**src/cpuPkg.sv**
```systemverilog
package cpuPkg;

    localparam int wordSize = 16;

    typedef logic [wordSize-1:0] word;
    typedef logic [1:0] regAddr;

    // opcode field, instr[15:12]
    localparam logic [3:0] opBne = 4'd0;
    localparam logic [3:0] opBeq = 4'd1;
    localparam logic [3:0] opBgz = 4'd2;
    localparam logic [3:0] opBlz = 4'd3;
    localparam logic [3:0] opAdi = 4'd4;
    localparam logic [3:0] opOri = 4'd5;
    localparam logic [3:0] opLhi = 4'd6;
    localparam logic [3:0] opLwd = 4'd7;
    localparam logic [3:0] opSwd = 4'd8;
    localparam logic [3:0] opJmp = 4'd9;
    localparam logic [3:0] opJal = 4'd10;
    localparam logic [3:0] opRType = 4'd15;

    // func field of the R format, instr[5:0]
    localparam logic [5:0] fnAdd = 6'd0;
    localparam logic [5:0] fnSub = 6'd1;
    localparam logic [5:0] fnAnd = 6'd2;
    localparam logic [5:0] fnOrr = 6'd3;
    localparam logic [5:0] fnNot = 6'd4;
    localparam logic [5:0] fnTcp = 6'd5;
    localparam logic [5:0] fnShl = 6'd6;
    localparam logic [5:0] fnShr = 6'd7;
    localparam logic [5:0] fnJpr = 6'd25;
    localparam logic [5:0] fnJrl = 6'd26;
    localparam logic [5:0] fnWwd = 6'd28;
    localparam logic [5:0] fnHlt = 6'd29;

    localparam regAddr linkReg = 2'd2; // return address of jal and jrl

    // first six follow func codes 0..5
    typedef enum logic [2:0] {
        aluAdd,
        aluSub,
        aluAnd,
        aluOrr,
        aluNot,
        aluTcp,
        aluShift, // b[0] picks the direction
        aluPassB
    } aluOp;

    typedef enum logic [1:0] {
        fwdNone,
        fwdWb,
        fwdExMem,
        fwdEx     // decode only
    } fwdSel;

    typedef struct packed {
        logic regWrite;
        logic memRead;
        logic memWrite;
        logic memToReg;
        logic aluSrcImm;
        aluOp aluOp;
        logic isWwd;
        logic isHalt;
        logic valid;
    } ctrlT;

    typedef struct packed {
        logic valid;
        word  pc;
        word  instr;
    } ifIdT;

    typedef struct packed {
        ctrlT   ctrl;
        word    pc;
        word    rsVal;
        word    rtVal;
        word    imm;
        regAddr rs;
        regAddr rt;
        regAddr rd;
    } idExT;

    typedef struct packed {
        ctrlT   ctrl;
        word    aluResult;
        word    storeVal;
        word    wwdVal;
        regAddr rd;
    } exMemT;

    typedef struct packed {
        ctrlT   ctrl;
        word    memData;
        word    aluResult;
        word    wwdVal;
        regAddr rd;
    } memWbT;

endpackage

```
**src/alu.sv**
```systemverilog
`timescale 1ns/1ps

module alu (
    input  cpuPkg::word  a,
    input  cpuPkg::word  b,
    input  cpuPkg::aluOp op,
    output cpuPkg::word  result
);

    always_comb begin
        case (op)
            cpuPkg::aluAdd: result = a + b;
            cpuPkg::aluSub: result = a - b;
            cpuPkg::aluAnd: result = a & b;
            cpuPkg::aluOrr: result = a | b;
            cpuPkg::aluNot: result = ~a;
            cpuPkg::aluTcp: result = ~a + 1'b1;
            cpuPkg::aluShift: begin
                if (b[0]) begin
                    result = {a[15], a[15:1]}; // arithmetic
                end else begin
                    result = {a[14:0], 1'b0};
                end
            end
            cpuPkg::aluPassB: result = b; // lhi and link address
            default: result = b;
        endcase
    end

endmodule

```
**src/datapath.sv**
```systemverilog
`timescale 1ns/1ps

module datapath (
    input  logic        clk,
    input  logic        arstN,
    input  cpuPkg::word instData,
    input  cpuPkg::word readData,
    output cpuPkg::word instAddr,
    output logic        instRead,
    output cpuPkg::word dataAddr,
    output logic        dataRead,
    output logic        dataWrite,
    output cpuPkg::word writeData,
    output cpuPkg::word outputPort,
    output logic        outputValid,
    output cpuPkg::word numInst,
    output logic        isHalted
);

    cpuPkg::word pc;
    cpuPkg::word pcNext;
    cpuPkg::word branchTarget;
    cpuPkg::word jumpTarget;

    cpuPkg::ifIdT  ifIdD, ifId;
    cpuPkg::idExT  idExD, idEx;
    cpuPkg::exMemT exMemD, exMem;
    cpuPkg::memWbT memWbD, memWb;

    cpuPkg::ctrlT   decCtrl;
    cpuPkg::regAddr decRs, decRt, decRd;
    cpuPkg::word    decImm;
    logic [3:0]     decOpcode;
    logic           isBranch, isJump, isJumpReg;
    logic           decUsesRs, decUsesRt, decCompare;
    logic           branchTaken, takenCtrl;
    logic           stall, flush, haltNow, haltSeen;

    cpuPkg::fwdSel idFwdA, idFwdB, exFwdA, exFwdB;
    cpuPkg::word   rfRsVal, rfRtVal, idOpA, idOpB;
    cpuPkg::word   exOpA, exOpB, exRtVal, exResult;
    cpuPkg::word   memResult, wbData;

    function automatic cpuPkg::word fwdMux(input cpuPkg::fwdSel sel, input cpuPkg::word base,
                                           input cpuPkg::word exVal, input cpuPkg::word memVal,
                                           input cpuPkg::word wbVal);
        case (sel)
            cpuPkg::fwdEx: return exVal;
            cpuPkg::fwdExMem: return memVal;
            cpuPkg::fwdWb: return wbVal;
            default: return base;
        endcase
    endfunction

    // fetch
    assign instAddr = pc;
    assign instRead = !haltSeen;
    assign branchTarget = ifId.pc + 1'b1 + decImm;
    assign jumpTarget = {ifId.pc[15:12], ifId.instr[11:0]};

    always_comb begin
        if (stall || haltNow || haltSeen) begin
            pcNext = pc;
        end else if (takenCtrl) begin
            if (isJumpReg) begin
                pcNext = idOpA;
            end else if (isJump) begin
                pcNext = jumpTarget;
            end else begin
                pcNext = branchTarget;
            end
        end else begin
            pcNext = pc + 1'b1;
        end
    end

    always_ff @(posedge clk or negedge arstN) begin
        if (!arstN) begin
            pc <= '0;
        end else begin
            pc <= pcNext;
        end
    end

    assign ifIdD = '{valid: 1'b1, pc: pc, instr: instData};

    pipeReg #(.payloadT(cpuPkg::ifIdT)) ifIdReg_inst (
        .clk(clk), .arstN(arstN),
        .hold(stall), .bubble(flush || haltNow || haltSeen),
        .d(ifIdD), .q(ifId)
    );

    // decode
    instDecoder instDecoder_inst (
        .instr(ifId.instr), .ctrl(decCtrl),
        .rs(decRs), .rt(decRt), .rd(decRd), .imm(decImm),
        .isBranch(isBranch), .isJump(isJump), .isJumpReg(isJumpReg)
    );

    assign decOpcode = ifId.instr[15:12];
    assign decUsesRs = ifId.valid && !isJump;
    assign decUsesRt = ifId.valid && (decOpcode == cpuPkg::opRType || decOpcode == cpuPkg::opSwd
                                      || decOpcode == cpuPkg::opBeq
                                      || decOpcode == cpuPkg::opBne);
    assign decCompare = isBranch || isJumpReg;

    regFile regFile_inst (
        .clk(clk), .arstN(arstN),
        .rs(decRs), .rt(decRt),
        .wrAddr(memWb.rd), .wrData(wbData),
        .wrEn(memWb.ctrl.valid && memWb.ctrl.regWrite),
        .rsVal(rfRsVal), .rtVal(rfRtVal)
    );

    hazardUnit hazardUnit_inst (
        .decRs(decRs), .decRt(decRt),
        .decUsesRs(decUsesRs), .decUsesRt(decUsesRt),
        .idEx(idEx), .exMem(exMem), .memWb(memWb),
        .idFwdA(idFwdA), .idFwdB(idFwdB), .exFwdA(exFwdA), .exFwdB(exFwdB),
        .stall(stall), .flush(flush),
        .takenCtrl(takenCtrl), .decCompare(decCompare)
    );

    assign idOpA = fwdMux(idFwdA, rfRsVal, exResult, memResult, wbData);
    assign idOpB = fwdMux(idFwdB, rfRtVal, exResult, memResult, wbData);

    always_comb begin
        case (decOpcode)
            cpuPkg::opBne: branchTaken = idOpA != idOpB;
            cpuPkg::opBeq: branchTaken = idOpA == idOpB;
            cpuPkg::opBgz: branchTaken = $signed(idOpA) > 0;
            cpuPkg::opBlz: branchTaken = $signed(idOpA) < 0;
            default: branchTaken = 1'b0;
        endcase
    end

    assign takenCtrl = ifId.valid && ((isBranch && branchTaken) || isJump || isJumpReg);
    assign haltNow = ifId.valid && decCtrl.isHalt && !stall;

    always_comb begin
        idExD.ctrl = ifId.valid ? decCtrl : '0;
        idExD.pc = ifId.pc;
        idExD.rsVal = idOpA;
        idExD.rtVal = idOpB;
        idExD.imm = decImm;
        idExD.rs = decRs;
        idExD.rt = decRt;
        idExD.rd = decRd;
    end

    pipeReg #(.payloadT(cpuPkg::idExT)) idExReg_inst (
        .clk(clk), .arstN(arstN),
        .hold(1'b0), .bubble(stall),
        .d(idExD), .q(idEx)
    );

    // execute
    assign exOpA = fwdMux(exFwdA, idEx.rsVal, idEx.rsVal, memResult, wbData);
    assign exRtVal = fwdMux(exFwdB, idEx.rtVal, idEx.rtVal, memResult, wbData);
    assign exOpB = idEx.ctrl.aluSrcImm ? idEx.imm :
                   (idEx.ctrl.aluOp == cpuPkg::aluPassB) ? idEx.pc + 1'b1 : exRtVal;

    alu alu_inst (.a(exOpA), .b(exOpB), .op(idEx.ctrl.aluOp), .result(exResult));

    assign exMemD = '{ctrl: idEx.ctrl, aluResult: exResult, storeVal: exRtVal,
                      wwdVal: exOpA, rd: idEx.rd};

    pipeReg #(.payloadT(cpuPkg::exMemT)) exMemReg_inst (
        .clk(clk), .arstN(arstN),
        .hold(1'b0), .bubble(1'b0),
        .d(exMemD), .q(exMem)
    );

    // memory
    assign dataAddr = exMem.aluResult;
    assign dataRead = exMem.ctrl.valid && exMem.ctrl.memRead;
    assign dataWrite = exMem.ctrl.valid && exMem.ctrl.memWrite;
    assign writeData = exMem.storeVal;
    assign memResult = exMem.ctrl.memToReg ? readData : exMem.aluResult; // forwarded value

    assign memWbD = '{ctrl: exMem.ctrl, memData: readData, aluResult: exMem.aluResult,
                      wwdVal: exMem.wwdVal, rd: exMem.rd};

    pipeReg #(.payloadT(cpuPkg::memWbT)) memWbReg_inst (
        .clk(clk), .arstN(arstN),
        .hold(1'b0), .bubble(1'b0),
        .d(memWbD), .q(memWb)
    );

    // writeback and status
    assign wbData = memWb.ctrl.memToReg ? memWb.memData : memWb.aluResult;
    assign outputPort = memWb.wwdVal;
    assign outputValid = memWb.ctrl.valid && memWb.ctrl.isWwd;

    always_ff @(posedge clk or negedge arstN) begin
        if (!arstN) begin
            numInst <= '0;
            isHalted <= 1'b0;
            haltSeen <= 1'b0;
        end else begin
            if (memWb.ctrl.valid) begin
                numInst <= numInst + 1'b1;
            end
            if (memWb.ctrl.valid && memWb.ctrl.isHalt) begin
                isHalted <= 1'b1;
            end
            if (haltNow) begin
                haltSeen <= 1'b1; // fetch frozen from here on
            end
        end
    end

    // nothing younger than HLT may reach writeback
    noRetireAfterHalt: assert property (@(posedge clk) disable iff (!arstN)
        isHalted |-> !memWb.ctrl.valid);

endmodule

```
**src/hazardUnit.sv**
```systemverilog
`timescale 1ns/1ps

module hazardUnit (
    input  cpuPkg::regAddr decRs,
    input  cpuPkg::regAddr decRt,
    input  logic           decUsesRs,
    input  logic           decUsesRt,
    input  cpuPkg::idExT   idEx,
    input  cpuPkg::exMemT  exMem,
    input  cpuPkg::memWbT  memWb,
    output cpuPkg::fwdSel  idFwdA,
    output cpuPkg::fwdSel  idFwdB,
    output cpuPkg::fwdSel  exFwdA,
    output cpuPkg::fwdSel  exFwdB,
    output logic           stall,
    output logic           flush,
    input  logic           takenCtrl,
    input  logic           decCompare
);

    logic exWrites;
    logic memWrites;
    logic wbWrites;
    logic rsHit;
    logic rtHit;

    assign exWrites = idEx.ctrl.valid && idEx.ctrl.regWrite;
    assign memWrites = exMem.ctrl.valid && exMem.ctrl.regWrite;
    assign wbWrites = memWb.ctrl.valid && memWb.ctrl.regWrite;

    // youngest producer wins
    function automatic cpuPkg::fwdSel laterSrc(input cpuPkg::regAddr r);
        if (memWrites && exMem.rd == r) return cpuPkg::fwdExMem;
        if (wbWrites && memWb.rd == r) return cpuPkg::fwdWb;
        return cpuPkg::fwdNone;
    endfunction

    function automatic cpuPkg::fwdSel decSrc(input cpuPkg::regAddr r, input logic used);
        if (!used) return cpuPkg::fwdNone;
        if (exWrites && idEx.rd == r) return cpuPkg::fwdEx;
        return laterSrc(r);
    endfunction

    always_comb begin
        idFwdA = decSrc(decRs, decUsesRs);
        idFwdB = decSrc(decRt, decUsesRt);
        exFwdA = laterSrc(idEx.rs);
        exFwdB = laterSrc(idEx.rt);
    end

    assign rsHit = decUsesRs && exWrites && idEx.rd == decRs;
    assign rtHit = decUsesRt && exWrites && idEx.rd == decRt;

    // load data not ready yet and the compare may not take the ALU output
    assign stall = (rsHit || rtHit) && (idEx.ctrl.memRead || decCompare);
    assign flush = takenCtrl && !stall;

endmodule

```
**src/instDecoder.sv**
```systemverilog
`timescale 1ns/1ps

module instDecoder (
    input  cpuPkg::word    instr,
    output cpuPkg::ctrlT   ctrl,
    output cpuPkg::regAddr rs,
    output cpuPkg::regAddr rt,
    output cpuPkg::regAddr rd,
    output cpuPkg::word    imm,
    output logic           isBranch,
    output logic           isJump,
    output logic           isJumpReg
);

    logic [3:0] opcode;
    logic [5:0] func;
    cpuPkg::word immSext;

    assign opcode = instr[15:12];
    assign func = instr[5:0];
    assign rs = instr[11:10];
    assign rt = instr[9:8];
    assign immSext = {{8{instr[7]}}, instr[7:0]};

    always_comb begin
        ctrl = '0;
        ctrl.valid = 1'b1;
        rd = instr[9:8]; // immediate and load write rt
        imm = immSext;
        isBranch = 1'b0;
        isJump = 1'b0;
        isJumpReg = 1'b0;
        case (opcode)
            cpuPkg::opBne, cpuPkg::opBeq, cpuPkg::opBgz, cpuPkg::opBlz: begin
                isBranch = 1'b1;
            end
            cpuPkg::opAdi: begin
                ctrl.regWrite = 1'b1;
                ctrl.aluSrcImm = 1'b1;
            end
            cpuPkg::opOri: begin
                ctrl.regWrite = 1'b1;
                ctrl.aluSrcImm = 1'b1;
                ctrl.aluOp = cpuPkg::aluOrr;
                imm = {8'h00, instr[7:0]};
            end
            cpuPkg::opLhi: begin
                ctrl.regWrite = 1'b1;
                ctrl.aluSrcImm = 1'b1;
                ctrl.aluOp = cpuPkg::aluPassB;
                imm = {instr[7:0], 8'h00};
            end
            cpuPkg::opLwd: begin
                ctrl.regWrite = 1'b1;
                ctrl.memRead = 1'b1;
                ctrl.memToReg = 1'b1;
                ctrl.aluSrcImm = 1'b1;
            end
            cpuPkg::opSwd: begin
                ctrl.memWrite = 1'b1;
                ctrl.aluSrcImm = 1'b1;
            end
            cpuPkg::opJmp: isJump = 1'b1;
            cpuPkg::opJal: begin
                isJump = 1'b1;
                ctrl.regWrite = 1'b1;
                ctrl.aluOp = cpuPkg::aluPassB; // pass b without imm means link
                rd = cpuPkg::linkReg;
            end
            cpuPkg::opRType: begin
                rd = instr[7:6];
                case (func)
                    cpuPkg::fnAdd, cpuPkg::fnSub, cpuPkg::fnAnd,
                    cpuPkg::fnOrr, cpuPkg::fnNot, cpuPkg::fnTcp: begin
                        ctrl.regWrite = 1'b1;
                        ctrl.aluOp = cpuPkg::aluOp'(func[2:0]);
                    end
                    cpuPkg::fnShl, cpuPkg::fnShr: begin
                        ctrl.regWrite = 1'b1;
                        ctrl.aluSrcImm = 1'b1;
                        ctrl.aluOp = cpuPkg::aluShift;
                        imm = {{(cpuPkg::wordSize-1){1'b0}}, func[0]}; // 1 for shr
                    end
                    cpuPkg::fnJpr: isJumpReg = 1'b1;
                    cpuPkg::fnJrl: begin
                        isJumpReg = 1'b1;
                        ctrl.regWrite = 1'b1;
                        ctrl.aluOp = cpuPkg::aluPassB;
                        rd = cpuPkg::linkReg;
                    end
                    cpuPkg::fnWwd: ctrl.isWwd = 1'b1;
                    cpuPkg::fnHlt: ctrl.isHalt = 1'b1;
                    default: ; // retires as a no-op
                endcase
            end
            default: ;
        endcase
    end

endmodule

```
**src/pipeReg.sv**
```systemverilog
`timescale 1ns/1ps

module pipeReg #(
    parameter type payloadT = logic
) (
    input  logic    clk,
    input  logic    arstN,
    input  logic    hold,
    input  logic    bubble,
    input  payloadT d,
    output payloadT q
);

    always_ff @(posedge clk or negedge arstN) begin
        if (!arstN) begin
            q <= '0;
        end else if (bubble) begin
            q <= '0; // valid bit cleared
        end else if (!hold) begin
            q <= d;
        end
    end

    holdBubbleExcl: assert property (@(posedge clk) disable iff (!arstN) !(hold && bubble));

endmodule

```
**src/regFile.sv**
```systemverilog
`timescale 1ns/1ps

module regFile (
    input  logic           clk,
    input  logic           arstN,
    input  cpuPkg::regAddr rs,
    input  cpuPkg::regAddr rt,
    input  cpuPkg::regAddr wrAddr,
    input  cpuPkg::word    wrData,
    input  logic           wrEn,
    output cpuPkg::word    rsVal,
    output cpuPkg::word    rtVal
);

    cpuPkg::word regs [4];

    always_ff @(posedge clk or negedge arstN) begin
        if (!arstN) begin
            for (int i = 0; i < 4; i++) begin
                regs[i] <= '0;
            end
        end else if (wrEn) begin
            regs[wrAddr] <= wrData;
        end
    end

    // writeback lands in the same cycle decode reads
    assign rsVal = (wrEn && wrAddr == rs) ? wrData : regs[rs];
    assign rtVal = (wrEn && wrAddr == rt) ? wrData : regs[rt];

endmodule

```
**config.mk**
```make
export PLATFORM = sky130hd
export DESIGN_NAME = datapath
export DESIGN_NICKNAME = d
export VERILOG_FILES = /design/src/cpuPkg.sv /design/src/alu.sv /design/src/datapath.sv /design/src/hazardUnit.sv /design/src/instDecoder.sv /design/src/pipeReg.sv /design/src/regFile.sv
export SDC_FILE = /design/constraint.sdc
export NUM_CORES = 1
export LEC_CHECK = 0
export ABC_AREA = 1
export BUFFER_PORTS_ARGS = -buffer_cell sky130_fd_sc_hd__buf_2
export CAP_MARGIN = 10
export CORE_MARGIN = 8
export CORE_UTILIZATION = 45
export DETAILED_ROUTE_END_ITERATION = 12
export PLACE_DENSITY_LB_ADDON = 0.1
export SLEW_MARGIN = 5
export SYNTH_ARGS = -nofsm -noshare
export SYNTH_HDL_FRONTEND = slang
export SYNTH_SLANG_ARGS = --single-unit
```
**constraint.sdc**
```tcl
create_clock -name clk -period 6.6 [get_ports clk]
set_input_delay 0.33 -clock clk [delete_from_list [all_inputs] [get_ports clk]]
set_output_delay 0.33 -clock clk [all_outputs]
set_load 0.02 [all_outputs]
```
After elaboration in Yosys (flattened, before gate mapping)
Index checks and enable logic that the tools add are counted.
{"block": "op_classes", "addsub": 8, "order_cmp": 6, "n_eq_ne": 52, "n_mux": 96, "n_bitwise": 6, "n_reduce_logical": 57}
{"cell": "16-bit 2-to-1 mux", "count": 16}
{"cell": "16-bit one-hot mux with 3 select lines", "count": 3}
{"cell": "16-bit one-hot mux with 8 select lines", "count": 1}
{"cell": "81-bit 2-to-1 mux", "count": 1}
{"cell": "16-bit by 1-bit adder with 16-bit output (second input constant)", "count": 5}
{"cell": "33-bit 2-to-1 mux", "count": 2}
{"cell": "16-bit binary-select mux with 2-bit select", "count": 2}
{"cell": "64-bit bitwise mux", "count": 1}
{"cell": "16-bit one-hot mux with 2 select lines", "count": 2}
{"cell": "2-bit 2-to-1 mux", "count": 26}
{"cell": "1-bit 2-to-1 mux", "count": 34}
{"cell": "16-bit adder", "count": 2}
{"cell": "16-bit demux with 2-bit select", "count": 1}
{"cell": "1-bit logical AND", "count": 30}
{"cell": "6-bit by 3-bit == test with 1-bit output (second input constant)", "count": 4}
{"cell": "6-bit by 5-bit == test with 1-bit output (second input constant)", "count": 4}
{"cell": "2-bit == test", "count": 10}
{"cell": "3-bit one-hot mux with 3 select lines", "count": 2}
{"cell": "16-bit AND", "count": 1}
{"cell": "16-bit == test", "count": 1}
{"cell": "4-bit by 3-bit == test with 1-bit output (second input constant)", "count": 4}
{"cell": "4-bit == test (second input constant)", "count": 4}
{"cell": "16-bit by 1-bit greater-than comparator with 1-bit output (second input constant)", "count": 1}
{"cell": "16-bit by 1-bit < comparator with 1-bit output (second input constant)", "count": 1}
{"cell": "other kinds (31)", "count": 67}
{"block": "word_totals", "register_bits": 324, "output_inout_bits": 85, "elab_cells": 272}

Longest topological paths before layout
{"block": "logic_depth", "ltp_word": 27, "ltp_mapped": 49, "mapped_depth_nobuf": 47}

Cells and area by module
From an unflattened synthesis, not the netlist that was laid out.
{"block": "unflattened", "cells_unflattened": 3542, "hier_area_um2": 23626.4}
{"module": "datapath", "n_inst": 1, "cells_each": 1190, "area_per_inst_um2": 6297.3, "seq_area_each_um2": 850.8}
{"module": "pipeReg (exMemReg_inst ...)", "n_inst": 2, "cells_each": 265, "area_per_inst_um2": 2543.7, "seq_area_each_um2": 1526.5}
{"module": "regFile", "n_inst": 1, "cells_each": 661, "area_per_inst_um2": 4145.2, "seq_area_each_um2": 1601.5}
{"module": "pipeReg (idExReg_inst)", "n_inst": 1, "cells_each": 351, "area_per_inst_um2": 3281.9, "seq_area_each_um2": 2026.9}
{"module": "alu", "n_inst": 1, "cells_each": 469, "area_per_inst_um2": 2458.6, "seq_area_each_um2": 0.0}
{"module": "pipeReg (ifIdReg_inst)", "n_inst": 1, "cells_each": 144, "area_per_inst_um2": 1410.1, "seq_area_each_um2": 825.8}
{"module": "instDecoder", "n_inst": 1, "cells_each": 110, "area_per_inst_um2": 546.8, "seq_area_each_um2": 0.0}
{"module": "hazardUnit", "n_inst": 1, "cells_each": 87, "area_per_inst_um2": 399.1, "seq_area_each_um2": 0.0}

Worst setup path before layout
OpenSTA, ideal clock, no wires.
{"block": "synth_timing", "path_kind": "flip-flop to flip-flop", "start": "register memWbReg_inst.q[1] in the netlist's numbering", "end": "register ifIdReg_inst.q[27] in the netlist's numbering", "t_arrival_ns": 4.921, "required_ns": 6.523, "setup_slack_ns": 1.602, "stages_incl_launch_ff": 44, "cell_sequence": "dfrtp_1 -> buf_2 -> inv_2 -> nand2_1 -> nand2_1 -> nand3_2 -> nand3_1 -> nand4_1 -> nand2_1 -> nand2_4 -> inv_2 -> ha_1 -> inv_1 -> nor3_1 -> nand3_1 -> o31ai_1 -> xor2_1 -> ha_1 -> (+8 left out) -> nand2_1 -> nand2_1 -> nand2_1 -> nand2_1 -> nand3_1 -> nor2_1 -> nand2_1 -> nor2_1 -> nand3_1 -> nand2_1 -> nand2_1 -> nor2_2 -> nand2_4 -> nand2_4 -> buf_8 -> buf_12 -> nand3_2 -> o21ai_1"}
{"block": "synth_via", "elab_chain_len": 23, "word_cells_on_any_way": 76, "classes_between": "add/sub (3); order compare (2); eq/ne (17); mux (40); bitwise (3); reduce/logical (11)"}
{"item": "from (decl)", "line_no": "pipeReg.sv:11", "source": "output payloadT q"}
{"item": "from (signal assigned)", "line_no": "pipeReg.sv:16", "source": "q <= '0;"}
{"item": "from (signal assigned)", "line_no": "pipeReg.sv:18", "source": "q <= '0;"}
{"item": "from (signal assigned)", "line_no": "pipeReg.sv:20", "source": "q <= d;"}
{"item": "2-bit == test", "line_no": "hazardUnit.sv:34", "source": "if (wbWrites && memWb.rd == r) return cpuPkg::fwdWb;"}
{"item": "1-bit logical AND", "line_no": "hazardUnit.sv:34"}
{"item": "1-bit 2-to-1 mux (2 in series)", "line_no": "hazardUnit.sv:34"}
{"item": "2-bit 2-to-1 mux", "line_no": "hazardUnit.sv:35", "source": "return cpuPkg::fwdNone;"}
{"item": "2-bit 2-to-1 mux", "line_no": "hazardUnit.sv:34"}
{"item": "2-bit by 1-bit == test with 1-bit output or 2-bit == test (tied branches)", "line_no": "datapath.sv:47", "source": "case (sel)"}
{"item": "16-bit one-hot mux with 2 select lines", "line_no": "datapath.sv:47"}
{"item": "16-bit 2-to-1 mux", "line_no": "datapath.sv:161", "source": "(idEx.ctrl.aluOp == cpuPkg::aluPassB) ? idEx.pc + 1'b1 : exRtVal;"}
{"item": "(+3 left out)"}
{"item": "via alu_inst.result[13]", "line_no": "alu.sv:7", "source": "output cpuPkg::word result"}
{"item": "(+1 left out)"}
{"item": "16-bit by 1-bit < comparator with 1-bit output, or another cell as far along", "line_no": "datapath.sv:132", "source": "cpuPkg::opBlz: branchTaken = $signed(idOpA) < 0;"}
{"item": "1-bit one-hot mux with 4 select lines *", "line_no": "datapath.sv:128", "source": "case (decOpcode)"}
{"item": "1-bit logical AND *", "line_no": "datapath.sv:137", "source": "assign takenCtrl = ifId.valid && ((isBranch && branchTaken) || isJump || isJumpReg);"}
{"item": "1-bit logical OR * (2 in series)", "line_no": "datapath.sv:137"}
{"item": "1-bit logical AND *", "line_no": "datapath.sv:137"}
{"item": "1-bit logical AND *", "line_no": "hazardUnit.sv:56", "source": "assign flush = takenCtrl && !stall;"}
{"item": "1-bit logical OR * (2 in series)", "line_no": "datapath.sv:89", "source": ".hold(stall), .bubble(flush || haltNow || haltSeen),"}
{"item": "2-bit inequality test (no source line) or 33-bit 2-to-1 mux (tied branches)"}
{"item": "to (signal assigned)", "line_no": "pipeReg.sv:16"}
{"item": "to (signal assigned)", "line_no": "pipeReg.sv:18"}
{"item": "to (signal assigned)", "line_no": "pipeReg.sv:20"}
{"item": "to (decl)", "line_no": "pipeReg.sv:11"}
The timed path passes the listed nets; every way through them passes the cells marked *. The select of a mux whose other input is x is not followed.
A chain may end at the register's enable or synchronous reset.

Worst setup path in the final report
{"block": "layout_timing", "start": "register memWbReg_inst.q[0] in the netlist's numbering", "end": "register ifIdReg_inst.q[6] in the netlist's numbering"}
{"block": "layout_via", "elab_chain_len": 23, "word_cells_on_any_way": 76, "classes_between": "add/sub (3); order compare (2); eq/ne (17); mux (40); bitwise (3); reduce/logical (11)"}
{"item": "2-bit == test", "line_no": "hazardUnit.sv:34"}
{"item": "1-bit logical AND", "line_no": "hazardUnit.sv:34"}
{"item": "1-bit 2-to-1 mux (2 in series)", "line_no": "hazardUnit.sv:34"}
{"item": "2-bit 2-to-1 mux", "line_no": "hazardUnit.sv:35"}
{"item": "2-bit 2-to-1 mux", "line_no": "hazardUnit.sv:34"}
{"item": "2-bit by 1-bit == test with 1-bit output or 2-bit == test (tied branches)", "line_no": "datapath.sv:47"}
{"item": "16-bit one-hot mux with 2 select lines", "line_no": "datapath.sv:47"}
{"item": "16-bit 2-to-1 mux", "line_no": "datapath.sv:161"}
{"item": "(+4 left out)"}
{"item": "16-bit by 1-bit < comparator with 1-bit output, or another cell as far along", "line_no": "datapath.sv:132"}
{"item": "1-bit one-hot mux with 4 select lines *", "line_no": "datapath.sv:128"}
{"item": "1-bit logical AND *", "line_no": "datapath.sv:137"}
{"item": "1-bit logical OR * (2 in series)", "line_no": "datapath.sv:137"}
{"item": "1-bit logical AND *", "line_no": "datapath.sv:137"}
{"item": "1-bit logical AND *", "line_no": "hazardUnit.sv:56"}
{"item": "1-bit logical OR * (2 in series)", "line_no": "datapath.sv:89"}
{"item": "2-bit inequality test (no source line) or 33-bit 2-to-1 mux (tied branches)"}
Every way passes the cells marked *; elsewhere a longest branch is shown, timed or not. The select of a mux whose other input is x is not followed.

==> Implementation_results.wiki <==
{| class="wikitable"
! Metric !! Value
|-
| Outcome || completed
|-
| Critical path peak fanout || 22
|-
| Max-Slew Margin vs Limit || 0.261
|-
| Via total after detailed routing || 19435
|-
| Worst path slowest cell || dfrtp_1
|-
| Vias per cell || 5.52
|-
| Area delta synth->final || 14.1%
|-
| Detailed-routed wire length on met3 || 5250 microns
|-
| Clock latency on the worst-skew pair || 0.59 ns
|-
| Largest net degree at the start of global routing || 132
|-
| PnR worst setup slack || 0.531 ns
|-
| # H-tree levels || 2
|-
| Placed cell areas || 21500 sq um
|-
| Worst clock skew || 0.0265 ns
|-
| Via count of the first global-routing pass || 18430
|-
| Filler cells || 4427
|-
| Leading cell types in the layout, fill and taps excluded || 636 x nand2_1, 320 x dfrtp_1, 291 x inv_1, 244 x nor2_1, 237 x nand3_1
|-
| Die area || 52300 sq um
|-
| Number of failing hold endpoints at the final stage || 0
|-
| Row count || 78
|-
| Critical Setup Path Class || flip-flop to flip-flop
|-
| Most used flip-flop cell after synthesis || dfrtp_1
|-
| Setup violation total in the final timing report || 0
|-
| Post-synthesis instance area || 20400 sq um
|-
| Gr ovfl total || 0
|-
| Worst hold path class || input pin to flip-flop
|-
| Core ar. || 45000 sq um
|-
| Post-route setup TNS || 0 ns
|-
| Number of CTS-inserted buffers || 40
|-
| Remaining design rule violation count || 0
|-
| Number of buffers on the longest clock path || 3
|-
| Final count of pins violating max slew || 0
|-
| Starting density of the core || 0.453
|-
| Endpoint class of the critical path || flip-flop
|-
| TritonCTS clock tree || done
|-
| Number of enable flip-flop cells after synthesis || 0
|-
| GRT Overall Usage || 0.283
|-
| Detailed Route Iter0 Violations || 2130
|-
| Number of clock sinks seen by CTS || 322
|-
| Final antenna-violating net count || 0
|-
| WL met1 || 33800 microns
|-
| Number of detailed-route iterations in the first pass || 6
|-
| Final cell area excluding filler cells || 23200 sq um
|-
| Number of nets in the layout || 2965
|-
| Tightest Pin Transition || 1.10 ns
|-
| Sequential fraction of the synthesis area || 0.396
|-
| Detailed-placement wirelength estimate || 57400 microns
|-
| Die Ht || 229 microns
|-
| Number of different library cells in the post-synthesis netlist || 63
|-
| Required time at the worst-slack endpoint || 7.06 ns
|-
| Stage delay of the slowest cell on the critical path || 0.48 ns
|-
| Fraction of registers with async set/reset || 1.00
|-
| Warnings, synthesis || 0
|-
| Count of mapped cells out of synthesis || 2777
|-
| Startpoint kind of the worst setup timing path || flip-flop
|-
| Peak clock frequency supported by timing || 165 MHz
|-
| Die W || 229 microns
|-
| Fin Hold WS || 0.0266 ns
|-
| CTS root buffer || clkbuf_16
|-
| Portion of the clock cycle consumed by the worst path in the final layout || 0.920
|-
| Minimum clock period || 6.07 ns
|-
| WL per Instance || 21.5 microns
|-
| Setup WS pre-CTS || 0.323 ns
|-
| Number of top-level pins || 119
|-
| Clk slew on worst S/H paths || 0.06 ns
|-
| Initial antenna violation count || 5
|-
| Aggregate routed wire length || 75700 microns
|-
| Wire length on met2 || 33700 microns
|-
| Number of flip-flops and latches in the synthesized netlist || 322
|-
| Uppermost routed layer || met5
|-
| Wire length of the first global-routing pass || 115000 microns
|-
| Mean instance size in the synthesized netlist || 7.34 sq um
|-
| Worst path most repeated cell || nand2_1
|-
| Number of violations of the max-capacitance limit || 0
|-
| Most common cell after layout, fill and taps aside || nand2_1
|-
| Share of cells above drive strength 1 || 0.145
|-
| Routability-driven placement congestion ratio || 1.01
|-
| Critical path arrival || 6.53 ns
|-
| Port buffer count || 118
|-
| Syn_nets || 2854
|}
[worst max-delay path, delay by kind of cell, from the launching register on]
kind	cells	cell delay (ns)
AND/OR/NAND/NOR	22	2.64
AO/OA/AOI/OAI	6	1.04
buffers and inverters	7	0.91
flip-flops	1	0.48
XOR/XNOR	2	0.45
adder cells (fa/ha/maj)	2	0.41
[cell usage after synthesis, types with 4 or more instances]
| master | number | share of area |
|---|---|---|
| ha_1 | 41 | 0.025 |
| a21oi_1 | 173 | 0.042 |
| a21o_1 | 4 | 0.0015 |
| nor2_2 | 7 | 0.0021 |
| buf_4 | 56 | 0.021 |
| a21boi_1 | 5 | 0.0018 |
| nand2_2 | 19 | 0.0058 |
| o2111ai_1 | 4 | 0.0017 |
| nand3_1 | 238 | 0.058 |
| nand2_1 | 636 | 0.12 |
| nor3b_1 | 5 | 0.0018 |
| o211ai_1 | 12 | 0.0044 |
| nand3b_2 | 4 | 0.0022 |
| buf_2 | 29 | 0.0071 |
| a221oi_1 | 19 | 0.0082 |
| o22ai_1 | 6 | 0.0018 |
| o21ai_1 | 24 | 0.0059 |
| inv_2 | 27 | 0.0050 |
| nand3b_1 | 23 | 0.0085 |
| and2_1 | 6 | 0.0018 |
| nor3_1 | 33 | 0.0081 |
| buf_6 | 8 | 0.0044 |
| o21ai_0 | 231 | 0.057 |
| nand2_4 | 5 | 0.0028 |
| a21boi_0 | 6 | 0.0022 |
| nor2_1 | 246 | 0.045 |
| o21bai_1 | 6 | 0.0022 |
| clkbuf_1 | 62 | 0.011 |
| xor2_1 | 56 | 0.024 |
| a31oi_1 | 7 | 0.0021 |
| nor2_4 | 8 | 0.0044 |
| buf_1 | 6 | 0.0011 |
| inv_1 | 292 | 0.054 |
| xnor2_1 | 18 | 0.0077 |
| or2_2 | 12 | 0.0037 |
| nand3_2 | 27 | 0.013 |
| clkinv_1 | 4 | 0.00074 |
| dfrtp_1 | 322 | 0.40 |
| o21ai_2 | 10 | 0.0043 |
| nand4_1 | 38 | 0.012 |
[per-layer routing]
metal,GRT usage,up-vias
met4,0.107,2
met1,0.391,9277
li1,-,9250
met5,0,-
met2,0.442,773
met3,0.0446,133
[final cells by class]
type	count	area [sq um]	share of cell area
diodes	1	2.50	0.000108
repair buffers	234	1580	0.0681
flip-flops and latches	322	8060	0.347
well taps	600	751	0.0323
clock buffers	55	1170	0.0502
multi-input cells	1966	10200	0.440
inverters	324	1220	0.0524
clock inverters	19	244	0.0105
[stage by stage]
stage	cells	util
5_1_grt	3520	0.517
4_1_cts	3517	0.515
2_1_floorplan	2777	-
3_5_place_dp	3413	0.477
6_report	3521	0.517
3_3_place_gp	3413	0.477
[registers in the layout, indices dropped and copies added, names as in the netlist]
register	cells
ifIdReg_inst.q	33
exMemReg_inst.q	56
regFile_inst.regs	64
idExReg_inst.q	80
isHalted	1
numInst	16
instAddr	16
haltSeen	1
memWbReg_inst.q	55
[final timing paths]
path	startpoint	endpoint	slack, ns	depth (start not counted)
setup / recovery	memWbReg_inst.q[0]	ifIdReg_inst.q[6]	0.53	39
hold / removal	instData[7]	ifIdReg_inst.q[7]	0.03	3
setup reg to reg	memWbReg_inst.q[0]	ifIdReg_inst.q[6]	0.53	39
hold reg to reg	exMemReg_inst.q[16]	memWbReg_inst.q[16]	0.34	0
max in group asynchronous	arstN	memWbReg_inst.q[40]	4.63	3
min in group asynchronous	arstN	numInst[7]	0.42	2
[timing repair]
item	in CTS	in global routing
endpoints found under the setup margin	0	49
resized for setup	0	9
hold buffers	30	0
hold endpoints to repair	145	0
setup buffers	0	3
[logic make-up after synthesis]
family | count (synthesis) | synth area share
simple gates | 1322 | 0.294
flops | 322 | 0.396
mux | 3 | 0.00160
fa+ha+maj | 43 | 0.0271
compound gates | 524 | 0.143
xor+xnor | 74 | 0.0318
buf+inv | 489 | 0.107
Power is left out: the tool's default activity adds up to more than one toggle a clock period on the data nets, which glitch-free logic cannot reach.
